**config.mk**
```make
export PLATFORM = sky130hd
export DESIGN_NAME = eth_prbs_top
export DESIGN_NICKNAME = d
export VERILOG_FILES = /design/src/common/frame_pkg.sv /design/src/common/payload_if.sv /design/src/design/prbs_word_source.sv /design/src/frame_gen/frame_packer.sv /design/src/frame_check/header_capture.sv /design/src/frame_check/payload_checker.sv /design/src/design/eth_prbs_top.sv
export SDC_FILE = /design/constraint.sdc
export NUM_CORES = 2
export LEC_CHECK = 0
export BUFFER_PORTS_ARGS = -buffer_cell sky130_fd_sc_hd__buf_4
export CORE_UTILIZATION = 64
export CTS_BUF_LIST = sky130_fd_sc_hd__clkbuf_8 sky130_fd_sc_hd__clkbuf_16
export CTS_CLUSTER_DIAMETER = 80
export DETAILED_ROUTE_END_ITERATION = 8
export PLACE_DENSITY = 0.83
export REMOVE_ABC_BUFFERS = 1
export SETUP_SLACK_MARGIN = 0.5
export SLEW_MARGIN = 20
export SYNTH_ARGS = -nofsm -noshare
export SYNTH_HDL_FRONTEND = slang
export SYNTH_SLANG_ARGS = --single-unit
```
**constraint.sdc**
```tcl
create_clock -name clock -period 13.8 [get_ports clock]
set_input_delay 1.38 -clock clock [delete_from_list [all_inputs] [get_ports clock]]
set_output_delay 1.38 -clock clock [all_outputs]
set_load 0.02 [all_outputs]
```
**src/common/frame_pkg.sv**
```systemverilog
package frame_pkg;

	// Frame geometry
	localparam int beat_bytes = 5;
	localparam int beat_bits = beat_bytes * 8;
	localparam int header_bytes = 14;
	localparam int payload_bytes = 80;
	localparam int frame_bytes = header_bytes + payload_bytes;
	localparam int frame_beats = (frame_bytes + beat_bytes - 1) / beat_bytes;

	// Final beat carries 4 of 5 lanes
	localparam logic [beat_bytes-1:0] last_keep = 5'b01111;

	localparam logic [31:0] prbs_seed = 32'hffff_ffff;

	// Lane 0 is bits 7:0 and goes out first
	typedef logic [beat_bits-1:0] beat_t;
	typedef logic [beat_bytes-1:0] keep_t;

	typedef logic [47:0] mac_t;
	typedef logic [15:0] ether_type_t;
	typedef logic [31:0] prbs_word_t;

	typedef enum logic [1:0] {
		gen_idle,
		gen_send,
		gen_done
	} gen_state_t;

endpackage

```
**src/common/payload_if.sv**
```systemverilog
`timescale 1ns/1ps

interface payload_if;

	logic valid;
	frame_pkg::beat_t data;
	frame_pkg::keep_t keep;
	logic last;

	// Driven by header capture and read by the payload checker
	modport source (
		output valid,
		output data,
		output keep,
		output last
	);

	modport sink (
		input valid,
		input data,
		input keep,
		input last
	);

endinterface

```
**src/design/prbs_word_source.sv**
```systemverilog
`timescale 1ns/1ps

module prbs_word_source (
	input logic clock,
	input logic reset,
	input logic restart,
	input logic advance,
	output frame_pkg::prbs_word_t word,
	output frame_pkg::prbs_word_t next_word
);

	// Feedback x^32 + x^22 + x^2 + x + 1 into bit 31 of a right shift
	function automatic frame_pkg::prbs_word_t prbs_step(input frame_pkg::prbs_word_t s);
		return {s[0] ^ s[10] ^ s[30] ^ s[31], s[31:1]};
	endfunction

	localparam frame_pkg::prbs_word_t first_word = prbs_step(frame_pkg::prbs_seed);
	localparam frame_pkg::prbs_word_t second_word = prbs_step(first_word);

	always_ff @(posedge clock) begin
		if (reset || restart) begin
			word <= first_word;
			next_word <= second_word;
		end else if (advance) begin
			word <= next_word;
			next_word <= prbs_step(next_word);
		end
	end

	a_no_restart_and_advance: assert property (
		@(posedge clock) disable iff (reset) !(restart && advance)
	);

endmodule

```
**src/frame_gen/frame_packer.sv**
```systemverilog
`timescale 1ns/1ps

module frame_packer (
	input logic clock,
	input logic reset,
	input logic start,
	input frame_pkg::mac_t dest_mac,
	input frame_pkg::mac_t src_mac,
	input frame_pkg::ether_type_t ether_type,
	output logic tvalid,
	input logic tready,
	output frame_pkg::beat_t tdata,
	output frame_pkg::keep_t tkeep,
	output logic tlast,
	output logic busy
);

	frame_pkg::gen_state_t state;
	logic [4:0] beat_cnt;
	logic [111:0] hdr_q;
	logic [111:0] hdr_src;

	// PRBS byte buffer holding the next payload byte in byte 0
	logic [127:0] pbuf;
	logic [4:0] fill;
	logic [159:0] window;
	logic [2:0] n_pay;
	logic [2:0] n_used;
	logic app;

	logic load;
	logic beat_last;
	logic prbs_restart;
	logic prbs_advance;
	frame_pkg::prbs_word_t prbs_word;

	frame_pkg::beat_t beat_data;
	frame_pkg::keep_t beat_keep;

	prbs_word_source prbs (
		.clock(clock),
		.reset(reset),
		.restart(prbs_restart),
		.advance(prbs_advance),
		.word(prbs_word),
		.next_word()
	);

	assign hdr_src = (state == frame_pkg::gen_idle) ? {dest_mac, src_mac, ether_type} : hdr_q;
	assign load = (state == frame_pkg::gen_idle) ? start : (state == frame_pkg::gen_send) && tready;
	assign beat_last = (beat_cnt == 5'(frame_pkg::frame_beats - 1));
	assign prbs_restart = load && beat_last;

	assign window = {32'b0, pbuf} | ({128'b0, prbs_word} << (8 * fill));
	assign n_used = load ? n_pay : 3'd0;
	// Take another word only while it fits after this cycle's consumption
	assign app = ({1'b0, fill} + 6'd4 <= 6'd16 + {3'b0, n_used}) && !prbs_restart;
	assign prbs_advance = app;

	always_comb begin
		int m;
		int np;
		beat_data = '0;
		beat_keep = '0;
		np = 0;
		for (int i = 0; i < frame_pkg::beat_bytes; i++) begin
			m = int'(beat_cnt) * frame_pkg::beat_bytes + i;
			if (m < frame_pkg::header_bytes) begin
				beat_data[8*i +: 8] = hdr_src[111 - 8*m -: 8];
				beat_keep[i] = 1'b1;
			end else if (m < frame_pkg::frame_bytes) begin
				beat_data[8*i +: 8] = window[8*np +: 8];
				beat_keep[i] = 1'b1;
				np++;
			end
		end
		n_pay = 3'(np);
	end

	always_ff @(posedge clock) begin
		if (reset) begin
			state <= frame_pkg::gen_idle;
			tvalid <= 1'b0;
			busy <= 1'b0;
			beat_cnt <= '0;
			fill <= '0;
		end else begin
			if (prbs_restart)
				fill <= '0;
			else
				fill <= fill + (app ? 5'd4 : 5'd0) - {2'b0, n_used};

			case (state)
				frame_pkg::gen_idle: begin
					if (start) begin
						tvalid <= 1'b1;
						busy <= 1'b1;
						beat_cnt <= 5'd1;
						state <= frame_pkg::gen_send;
					end
				end
				frame_pkg::gen_send: begin
					if (tready) begin
						beat_cnt <= beat_cnt + 5'd1;
						if (beat_last)
							state <= frame_pkg::gen_done;
					end
				end
				frame_pkg::gen_done: begin
					// Last beat is on the bus
					if (tready) begin
						tvalid <= 1'b0;
						busy <= 1'b0;
						beat_cnt <= '0;
						state <= frame_pkg::gen_idle;
					end
				end
				default: state <= frame_pkg::gen_idle;
			endcase
		end
	end

	always_ff @(posedge clock) begin
		if (reset || prbs_restart)
			pbuf <= '0;
		else if (app)
			pbuf <= 128'(window >> (8 * n_used));
		else
			pbuf <= pbuf >> (8 * n_used);
		if (state == frame_pkg::gen_idle && start)
			hdr_q <= {dest_mac, src_mac, ether_type};
		if (load) begin
			tdata <= beat_data;
			tkeep <= beat_keep;
			tlast <= beat_last;
		end
	end

	a_stable_under_backpressure: assert property (
		@(posedge clock) disable iff (reset)
		tvalid && !tready |=> tvalid && $stable(tdata) && $stable(tkeep) && $stable(tlast)
	);

	a_last_keep: assert property (
		@(posedge clock) disable iff (reset) tvalid && tlast |-> tkeep == frame_pkg::last_keep
	);

endmodule

```
**src/frame_check/header_capture.sv**
```systemverilog
`timescale 1ns/1ps

module header_capture (
	input logic clock,
	input logic reset,
	input logic rx_valid,
	input frame_pkg::beat_t rx_data,
	input frame_pkg::keep_t rx_keep,
	input logic rx_last,
	output frame_pkg::mac_t dest_mac,
	output frame_pkg::mac_t src_mac,
	output frame_pkg::ether_type_t ether_type,
	output logic header_valid,
	payload_if.source payload
);

	// Bytes of the current frame seen so far
	logic [7:0] byte_cnt;
	logic [8:0] cnt_sum;
	logic [2:0] n_kept;

	logic [111:0] hdr_work;
	logic [111:0] hdr_next;
	frame_pkg::keep_t hdr_lanes;
	logic hdr_done;

	always_comb begin
		int idx;
		int nk;
		hdr_next = hdr_work;
		hdr_lanes = '0;
		nk = 0;
		for (int i = 0; i < frame_pkg::beat_bytes; i++) begin
			idx = int'(byte_cnt) + i;
			if (rx_keep[i]) begin
				nk++;
				if (idx < frame_pkg::header_bytes) begin
					hdr_next = {hdr_next[103:0], rx_data[8*i +: 8]};
					hdr_lanes[i] = 1'b1;
				end
			end
		end
		n_kept = 3'(nk);
	end

	assign cnt_sum = {1'b0, byte_cnt} + {6'b0, n_kept};
	assign hdr_done = rx_valid && (byte_cnt < 8'(frame_pkg::header_bytes))
		&& (cnt_sum >= 9'(frame_pkg::header_bytes));

	always_ff @(posedge clock) begin
		if (reset) begin
			byte_cnt <= '0;
			header_valid <= 1'b0;
			payload.valid <= 1'b0;
			payload.last <= 1'b0;
		end else begin
			header_valid <= hdr_done;
			payload.valid <= rx_valid;
			payload.last <= rx_valid && rx_last;
			if (rx_valid) begin
				if (rx_last)
					byte_cnt <= '0;
				else if (cnt_sum[8])
					byte_cnt <= 8'hff;
				else
					byte_cnt <= cnt_sum[7:0];
			end
		end
	end

	always_ff @(posedge clock) begin
		payload.data <= rx_data;
		payload.keep <= rx_keep & ~hdr_lanes;
		if (rx_valid)
			hdr_work <= hdr_next;
		// Fields only move once a whole header is in
		if (hdr_done) begin
			dest_mac <= hdr_next[111:64];
			src_mac <= hdr_next[63:16];
			ether_type <= hdr_next[15:0];
		end
	end

endmodule

```
**src/frame_check/payload_checker.sv**
```systemverilog
`timescale 1ns/1ps

module payload_checker (
	input logic clock,
	input logic reset,
	payload_if.sink payload,
	output logic frame_done,
	output logic frame_error,
	output logic [15:0] error_count
);

	logic [127:0] pbuf;
	logic [4:0] fill;
	logic [159:0] window;
	logic [2:0] n_used;
	logic [2:0] n_bad;
	logic app;

	logic prbs_restart;
	frame_pkg::prbs_word_t prbs_word;

	logic [7:0] pay_cnt;
	logic [8:0] pay_sum;
	logic any_bad;
	logic [16:0] err_sum;

	prbs_word_source prbs (
		.clock(clock),
		.reset(reset),
		.restart(prbs_restart),
		.advance(app),
		.word(prbs_word),
		.next_word()
	);

	assign prbs_restart = payload.valid && payload.last;
	assign window = {32'b0, pbuf} | ({128'b0, prbs_word} << (8 * fill));
	assign app = ({1'b0, fill} + 6'd4 <= 6'd16 + {3'b0, n_used}) && !prbs_restart;

	// Kept lanes are compared in order against the expected bytes
	always_comb begin
		int np;
		int nb;
		np = 0;
		nb = 0;
		if (payload.valid) begin
			for (int i = 0; i < frame_pkg::beat_bytes; i++) begin
				if (payload.keep[i]) begin
					if (payload.data[8*i +: 8] != window[8*np +: 8])
						nb++;
					np++;
				end
			end
		end
		n_used = 3'(np);
		n_bad = 3'(nb);
	end

	assign pay_sum = {1'b0, pay_cnt} + {6'b0, n_used};
	assign err_sum = {1'b0, error_count} + {14'b0, n_bad};

	always_ff @(posedge clock) begin
		if (reset) begin
			fill <= '0;
			pay_cnt <= '0;
			any_bad <= 1'b0;
			frame_done <= 1'b0;
			frame_error <= 1'b0;
			error_count <= '0;
		end else begin
			if (prbs_restart)
				fill <= '0;
			else
				fill <= fill + (app ? 5'd4 : 5'd0) - {2'b0, n_used};

			error_count <= err_sum[16] ? 16'hffff : err_sum[15:0];
			frame_done <= prbs_restart;

			if (prbs_restart) begin
				frame_error <= any_bad || (n_bad != 3'd0)
					|| (pay_sum != 9'(frame_pkg::payload_bytes));
				pay_cnt <= '0;
				any_bad <= 1'b0;
			end else if (payload.valid) begin
				pay_cnt <= pay_sum[8] ? 8'hff : pay_sum[7:0];
				any_bad <= any_bad || (n_bad != 3'd0);
			end
		end
	end

	always_ff @(posedge clock) begin
		if (reset || prbs_restart)
			pbuf <= '0;
		else if (app)
			pbuf <= 128'(window >> (8 * n_used));
		else
			pbuf <= pbuf >> (8 * n_used);
	end

	a_done_single_pulse: assert property (
		@(posedge clock) disable iff (reset) frame_done |=> !frame_done
	);

endmodule

```
**src/design/eth_prbs_top.sv**
```systemverilog
`timescale 1ns/1ps

module eth_prbs_top (
	input logic clock,
	input logic reset,
	input logic start,
	input frame_pkg::mac_t dest_mac,
	input frame_pkg::mac_t src_mac,
	input frame_pkg::ether_type_t ether_type,
	output logic tvalid,
	input logic tready,
	output frame_pkg::beat_t tdata,
	output frame_pkg::keep_t tkeep,
	output logic tlast,
	output logic busy,
	input logic rx_valid,
	input frame_pkg::beat_t rx_data,
	input frame_pkg::keep_t rx_keep,
	input logic rx_last,
	output frame_pkg::mac_t rx_dest_mac,
	output frame_pkg::mac_t rx_src_mac,
	output frame_pkg::ether_type_t rx_ether_type,
	output logic header_valid,
	output logic frame_done,
	output logic frame_error,
	output logic [15:0] error_count
);

	payload_if payload_bus ();

	// Transmit side
	frame_packer packer (
		.clock(clock),
		.reset(reset),
		.start(start),
		.dest_mac(dest_mac),
		.src_mac(src_mac),
		.ether_type(ether_type),
		.tvalid(tvalid),
		.tready(tready),
		.tdata(tdata),
		.tkeep(tkeep),
		.tlast(tlast),
		.busy(busy)
	);

	// Receive side
	header_capture capture (
		.clock(clock),
		.reset(reset),
		.rx_valid(rx_valid),
		.rx_data(rx_data),
		.rx_keep(rx_keep),
		.rx_last(rx_last),
		.dest_mac(rx_dest_mac),
		.src_mac(rx_src_mac),
		.ether_type(rx_ether_type),
		.header_valid(header_valid),
		.payload(payload_bus)
	);

	payload_checker payload_check (
		.clock(clock),
		.reset(reset),
		.payload(payload_bus),
		.frame_done(frame_done),
		.frame_error(frame_error),
		.error_count(error_count)
	);

endmodule

```
# Yosys cells after proc, flatten, opt, wreduce, memory -nomap -nowiden
# Cells that the tools add are included.
dict set report op_classes {
  n_addsub 41
  n_mul 1
  n_lt_le_gt_ge 19
  eq_ne 13
  shift 19
  mux 98
  n_bitwise 10
  reduce_logical 24
}
# operator n
set op_table {}
lappend op_table {{$shiftx A160 B32 Y8} 8}
lappend op_table {{$mux W112} 11}
lappend op_table {{$shiftx A119 B32 Y8} 5}
lappend op_table {{$mux W29} 13}
lappend op_table {{$or A128 B160 Y160} 2}
lappend op_table {{$shl A32 B8 Y160} 2}
lappend op_table {{$shr A160 B6 Y128} 2}
lappend op_table {{$lt A32 B5 Y1 const B} 9}
lappend op_table {{$mux W128} 2}
lappend op_table {{$shr A128 B6 Y128} 2}
lappend op_table {{$lt A32 B8 Y1 const B} 5}
lappend op_table {{$sub A8 B32 Y32 const A} 5}
lappend op_table {{$add A29 B2 Y29 const B} 5}
lappend op_table {{$mux W8} 13}
lappend op_table {{$mux W3} 23}
lappend op_table {{$add A32 B3 Y32 const B} 2}
lappend op_table {{$ne A8 B8 Y1} 5}
lappend op_table {{$add A32 B2 Y32 const B} 1}
lappend op_table {{$add A32 B4 Y32 const B} 1}
lappend op_table {{$add A3 B2 Y3 const B} 8}
lappend op_table {{$mux W1} 24}
lappend op_table {{$add A8 B2 Y9 const B} 2}
lappend op_table {{$add A8 B3 Y9} 2}
lappend op_table {{$add A16 B3 Y17} 1}
lappend op_table {{other kinds (37)} 72}
dict set report totals {
  register_bits 867
  inputBits 163
  out_inout_bits 179
  wordCells 259
}

# Depth between registers and ports, before layout
dict set report depth {
  depth_word 25
  depth_mapped 43
  mapped_depth_nobuf 33
}

# By module
# A second synthesis with hierarchy kept.
dict set report hier_totals {
  cells_unflattened 6548
  hier_area_um2 57377.5
}
# mod instances cells_per_inst area_each_um2 seq_area_each_um2
set modules_own_cells {}
lappend modules_own_cells {frame_packer 1 2685 23551.3 7567.3}
lappend modules_own_cells {payload_checker 1 2158 15512.4 3203.1}
lappend modules_own_cells {header_capture 1 1423 15453.6 7847.5}
lappend modules_own_cells {prbs_word_source 2 141 1430.1 660.6}

# Worst setup path before layout
# No wires, ideal clock.
dict set report synth_path {
  kind {register to register}
  start {register packer.beat_cnt[0]}
  end {register packer.fill[4]}
  setup_ns 0.118
  arrival_time_ns 9.386
  required_ns 13.682
  path_slack_ns 4.296
  path_stages_with_launch 40
  path_buffers 13
  period_less_slack_ns 9.504
  cell_sequence {dfxtp_1 > buf_2 > buf_1 > clkbuf_1 > buf_1 > inv_1 > ha_1 > o211ai_1 > nand3_1 > o41ai_2 > a31o_2 > and3_1 > clkbuf_1 > buf_1 > inv_1 > ha_1 > nor3_1 > a41oi_2 > [... 4 more ...] > inv_2 > buf_2 > buf_2 > buf_2 > ha_1 > a31oi_1 > nor2_1 > o21ai_0 > clkinv_1 > clkbuf_1 > clkbuf_1 > buf_1 > fa_1 > ha_1 > a21o_1 > a21oi_1 > xnor2_1 > nor2_1}
}
dict set report synth_via {
  elab_chain_cells 23
  word_cells_on_any_way 40
  cone_classes {add/sub (11); mul (1); order compare (11); eq/ne (1); mux (12); reduce/logical (4)}
}
# element line_no
set synth_lines {}
lappend synth_lines {{from (decl)} frame_packer.sv:19} ;# logic [4:0] beat_cnt;
lappend synth_lines {{from (signal assigned)} frame_packer.sv:104} ;# beat_cnt <= beat_cnt + 5'd1;
lappend synth_lines {{branches (longest 23 deep; another with $add A32 B2 Y32)} -}
lappend synth_lines {{to (signal assigned)} frame_packer.sv:91} ;# fill <= fill + (app ? 5'd4 : 5'd0) - {2'b0, n_used};
lappend synth_lines {{to (decl)} frame_packer.sv:25} ;# logic [4:0] fill;
# Parallel ways; which one is timed is not known.
# A chain may end at the register's enable or synchronous reset.

# Final worst setup path
dict set report layout_path {
  start {register packer.beat_cnt[3]}
  end {register packer.pbuf[40]}
}
dict set report layout_via {
  elab_chain_cells 21
  word_cells_on_any_way 40
  cone_classes {add/sub (9); mul (1); order compare (11); eq/ne (1); shift (2); mux (12); reduce/logical (4)}
}
# element line_no
set layout_lines {}
lappend layout_lines {{branches (longest 21 deep; another with $add A32 B2 Y32)} -}
lappend layout_lines {{to (signal assigned)} frame_packer.sv:127} ;# pbuf <= 128'(window >> (8 * n_used));
lappend layout_lines {{to (signal assigned)} frame_packer.sv:129} ;# pbuf <= pbuf >> (8 * n_used);
lappend layout_lines {{to (decl)} frame_packer.sv:24} ;# logic [127:0] pbuf;
# Parallel ways; which one is timed is not known.

==> results.txt <==
total power -> 12.30 mW
#FFs+latches synth -> 805
Seq/Total Area, Yosys -> 36.47%
final hold vios -> 0
multi-input logic area -> 32680 sq um
HPWL Detailed -> 128100 um
drt drc -> 0
Rows -> 106
Synth Flop Type -> dfxtp_1
root buffer cell -> clkbuf_16
largest net degree at the start of global routing -> 105
post-route antenna net violation count -> 0
Crit. Startpoint -> packer.beat_cnt[3]
placed cell count -> 6973
unrepaired setup endpoints after global routing -> false
VDD IR max -> 0.0001589 V
Cell Area, Synth -> 54670 sq um
Reg-to-Reg Start -> packer.beat_cnt[3]
Top Ports -> 342
synthesized instance count -> 5904
EDFF count, synth -> 382
worst min path class -> flop to flop
die area -> 86600 sq um
warnings from Yosys -> 0
drt pass-1 iters -> 9
CP top delay family -> buffers and inverters
total congestion overflow -> 0
fill count -> 6140
initial antenna violation count -> 9
pwr dens -> 202.3 nW/um^2
Syn-to-layout area delta -> 11.17%
CP startpoint kind -> flop
Total GRT Usage -> 42.81%
Core ar. -> 84090 sq um
CTS tree -> done
fin crit share -> 75.86%
post-cts sizing count -> 0
number of global-route vias before repair -> 49370
Psw -> 5.521 mW
Placer Congestion -> 1.026
CTS max path bufs -> 3
R2R setup slack -> 3330 ps
Crit. path cell count -> 35
Initial DRC Count -> 7895
final WL -> 192000 um
fraction of layout cells with a size suffix above 1 -> 15.91%
CP max FO -> 73
Finish-stage setup viols -> 0
Crit path buffers/inverters -> 9
per-cell routed wire length -> 26.87 um
H-tree depth -> 3
CTS Hold Bufs -> 0
Avg Cell Area, Syn -> 9.260 sq um
Slew headroom -> 12.58%
clk_lat worst skew -> 680 ps
status -> finished, final reports clean
switching fraction of total power -> 44.89%
fmax -> 95.52 MHz
CP Data Arrival Time -> 11040 ps
die height -> 294.3 um
Comb pwr share -> 50.9%
clock slew at reported path FFs -> 60 ps
CTS buffer count -> 89
Internal Power -> 6.778 mW
worst hold path depth -> 2
Initial Util -> 65.02%
Via density -> 7.323
path depth of the worst reg2reg path -> 35
final worst path period need -> 10470 ps
number of buffers added on ports -> 341
Slew Viols, Final -> 0
Pleak -> 25.13 nW
Clock Skew -> 38.39 ps
via count -> 52350
Final nets -> 6176
WHS -> 459.3 ps
clock network power share -> 20.0%
die extent in x -> 294.3 um
non-filler instance count after layout -> 7148
crit path kind -> flop to flop
CP peak stage delay -> 1000 ps
Async SR Flop Fraction -> 0%
setup repair bufs after CTS -> 0
Sequential Area -> 19950 sq um
Critical Path RT -> 14380 ps
Slew @ Worst Pin -> 1301 ps
crit path capture -> packer.pbuf[40]
Seq pwr share -> 29.2%
Netlist cell types -> 100
worst reg2reg endpoint -> packer.pbuf[40]
MaxCap Viol Count -> 0
Crit-path slowest cell -> fa_1
CTS Sinks -> 805
first-pass GRT wire length -> 288700 um
Critical Path Sink Type -> flop
-- sequential cells by signal, indices dropped and copies added (netlist names), 8 cells and up --
register / cells
packer.pbuf: 128
capture.src_mac: 48
packer.tdata: 40
payload_check.error_count: 16
capture.payload.data: 40
capture.byte_cnt: 8
payload_check.pbuf: 128
capture.ether_type: 16
packer.prbs.word: 31
capture.dest_mac: 48
payload_check.pay_cnt: 8
packer.hdr_q: 112
capture.hdr_work: 112
payload_check.prbs.word: 31
-- cell families (layout without fill, tap and decap cells) --
| group | after synthesis | count (layout) | share of synthesized area [%] |
|---|---|---|---|
| AND/OR/NAND/NOR | 1601 | 1601 | 13.13 |
| flip-flops | 805 | 805 | 36.47 |
| XOR/XNOR | 91 | 91 | 1.625 |
| multiplexers | 974 | 974 | 21.59 |
| buffers and inverters | 603 | 703 | 4.337 |
| other | 0 | 10 | 0 |
| adder cells (fa/ha/maj) | 80 | 80 | 1.954 |
| AO/OA/AOI/OAI | 1750 | 1750 | 20.89 |
-- metal layers --
layer / global-route usage (%) / wire (um) / vias to the layer above
li1: - / - / 22600
met1: 52.79 / 67660 / 24690
met2: 66.42 / 85910 / 4013
met3: 9.230 / 21860 / 1041
met4: 31.28 / 16580 / 2
met5: 0 / 23 / -
-- metrics by stage --
stage                     util [%]  setup slack, ps   TNS, ps  instance area, sq um
final                        72.28             3332         0                 60780
after global placement       68.62             3756         0                 57700
after detailed placement     68.62             3526         0                 57700
after CTS                    72.16             3486         0                 60680
after floorplan                  -            -8259  -1896470                 52670
after global routing         72.27             2804         0                 60770
-- cell usage in the layout (no fill, tap or decap), drive strengths merged, types with 120 or more instances in the layout --
cell type,instances
nand2,558
a21oi,434
buf,444
o21ai,256
edfxtp,382
mux2i,720
a31oi,120
nor2,555
o22ai,255
mux4,154
dfxtp,423
a211oi,172
-- power by group through the flow --
| stage | logic, mW | clock network (mW) | registers, mW |
|---|---|---|---|
| finish | 6.25 | 2.46 | 3.59 |
| global route | 6.62 | 2.54 | 3.61 |
| CTS | 5.94 | 2.45 | 3.54 |
| detailed placement | 5.88 | 0 | 3.58 |
| global placement | 5.74 | 0 | 3.57 |
| floorplan | 4.15 | 0 | 3.52 |
-- area by class of cell --
type                            instances  area share [%]
Clock buffer                          109           4.173
Timing Repair Buffer                  444           5.527
Antenna cell                           10         0.04117
Sequential cell                       805           32.82
Clock inverter                         53          0.7267
Inverter                               97          0.6135
Multi-Input combinational cell       4496           53.76
Tap cell                             1134           2.334
-- worst min path at each step --
stage | start | endpoint
2_1_floorplan | payload_check.pbuf[2] | payload_check.pbuf[2]
3_3_place_gp | payload_check.pbuf[2] | payload_check.pbuf[2]
3_5_place_dp | payload_check.pbuf[2] | payload_check.pbuf[2]
4_1_cts | payload_check.pbuf[2] | payload_check.pbuf[2]
5_1_grt | payload_check.pbuf[2] | payload_check.pbuf[2]
6_report | payload_check.pbuf[2] | payload_check.pbuf[2]
-- worst reg2reg max path, delay by kind of cell, from the launching register on --
kind,cells,cell delay [ps]
simple gates,6,1710
flops,1,410
compound gates,10,1330
buf+inv,9,3360
fa+ha+maj,7,2950
mux,3,570
-- cell usage after synthesis, types with 35 or more instances --
master / instances / area share, %
a21oi_1: 433 / 4.0
xnor2_1: 49 / 0.78
mux4_2: 154 / 6.3
a221oi_1: 36 / 0.58
nor2_1: 555 / 3.8
ha_1: 71 / 1.6
nand2_1: 558 / 3.8
dfxtp_1: 423 / 15
a22o_1: 55 / 0.88
nor3_1: 72 / 0.66
o31ai_1: 78 / 1.1
xor2_1: 35 / 0.56
a22oi_1: 40 / 0.55
clkbuf_1: 380 / 2.6
inv_1: 83 / 0.57
buf_1: 88 / 0.60
mux2i_1: 720 / 13
a211oi_1: 172 / 2.4
and2_1: 44 / 0.50
or3_1: 69 / 0.79
o22ai_1: 255 / 2.9
a31oi_1: 120 / 1.4
o21ai_0: 209 / 1.9
nand3_1: 113 / 1.0
o21ai_1: 47 / 0.43
mux2_2: 99 / 2.0
edfxtp_1: 382 / 21
o211ai_1: 42 / 0.58
(Power assumes the default switching activity.)
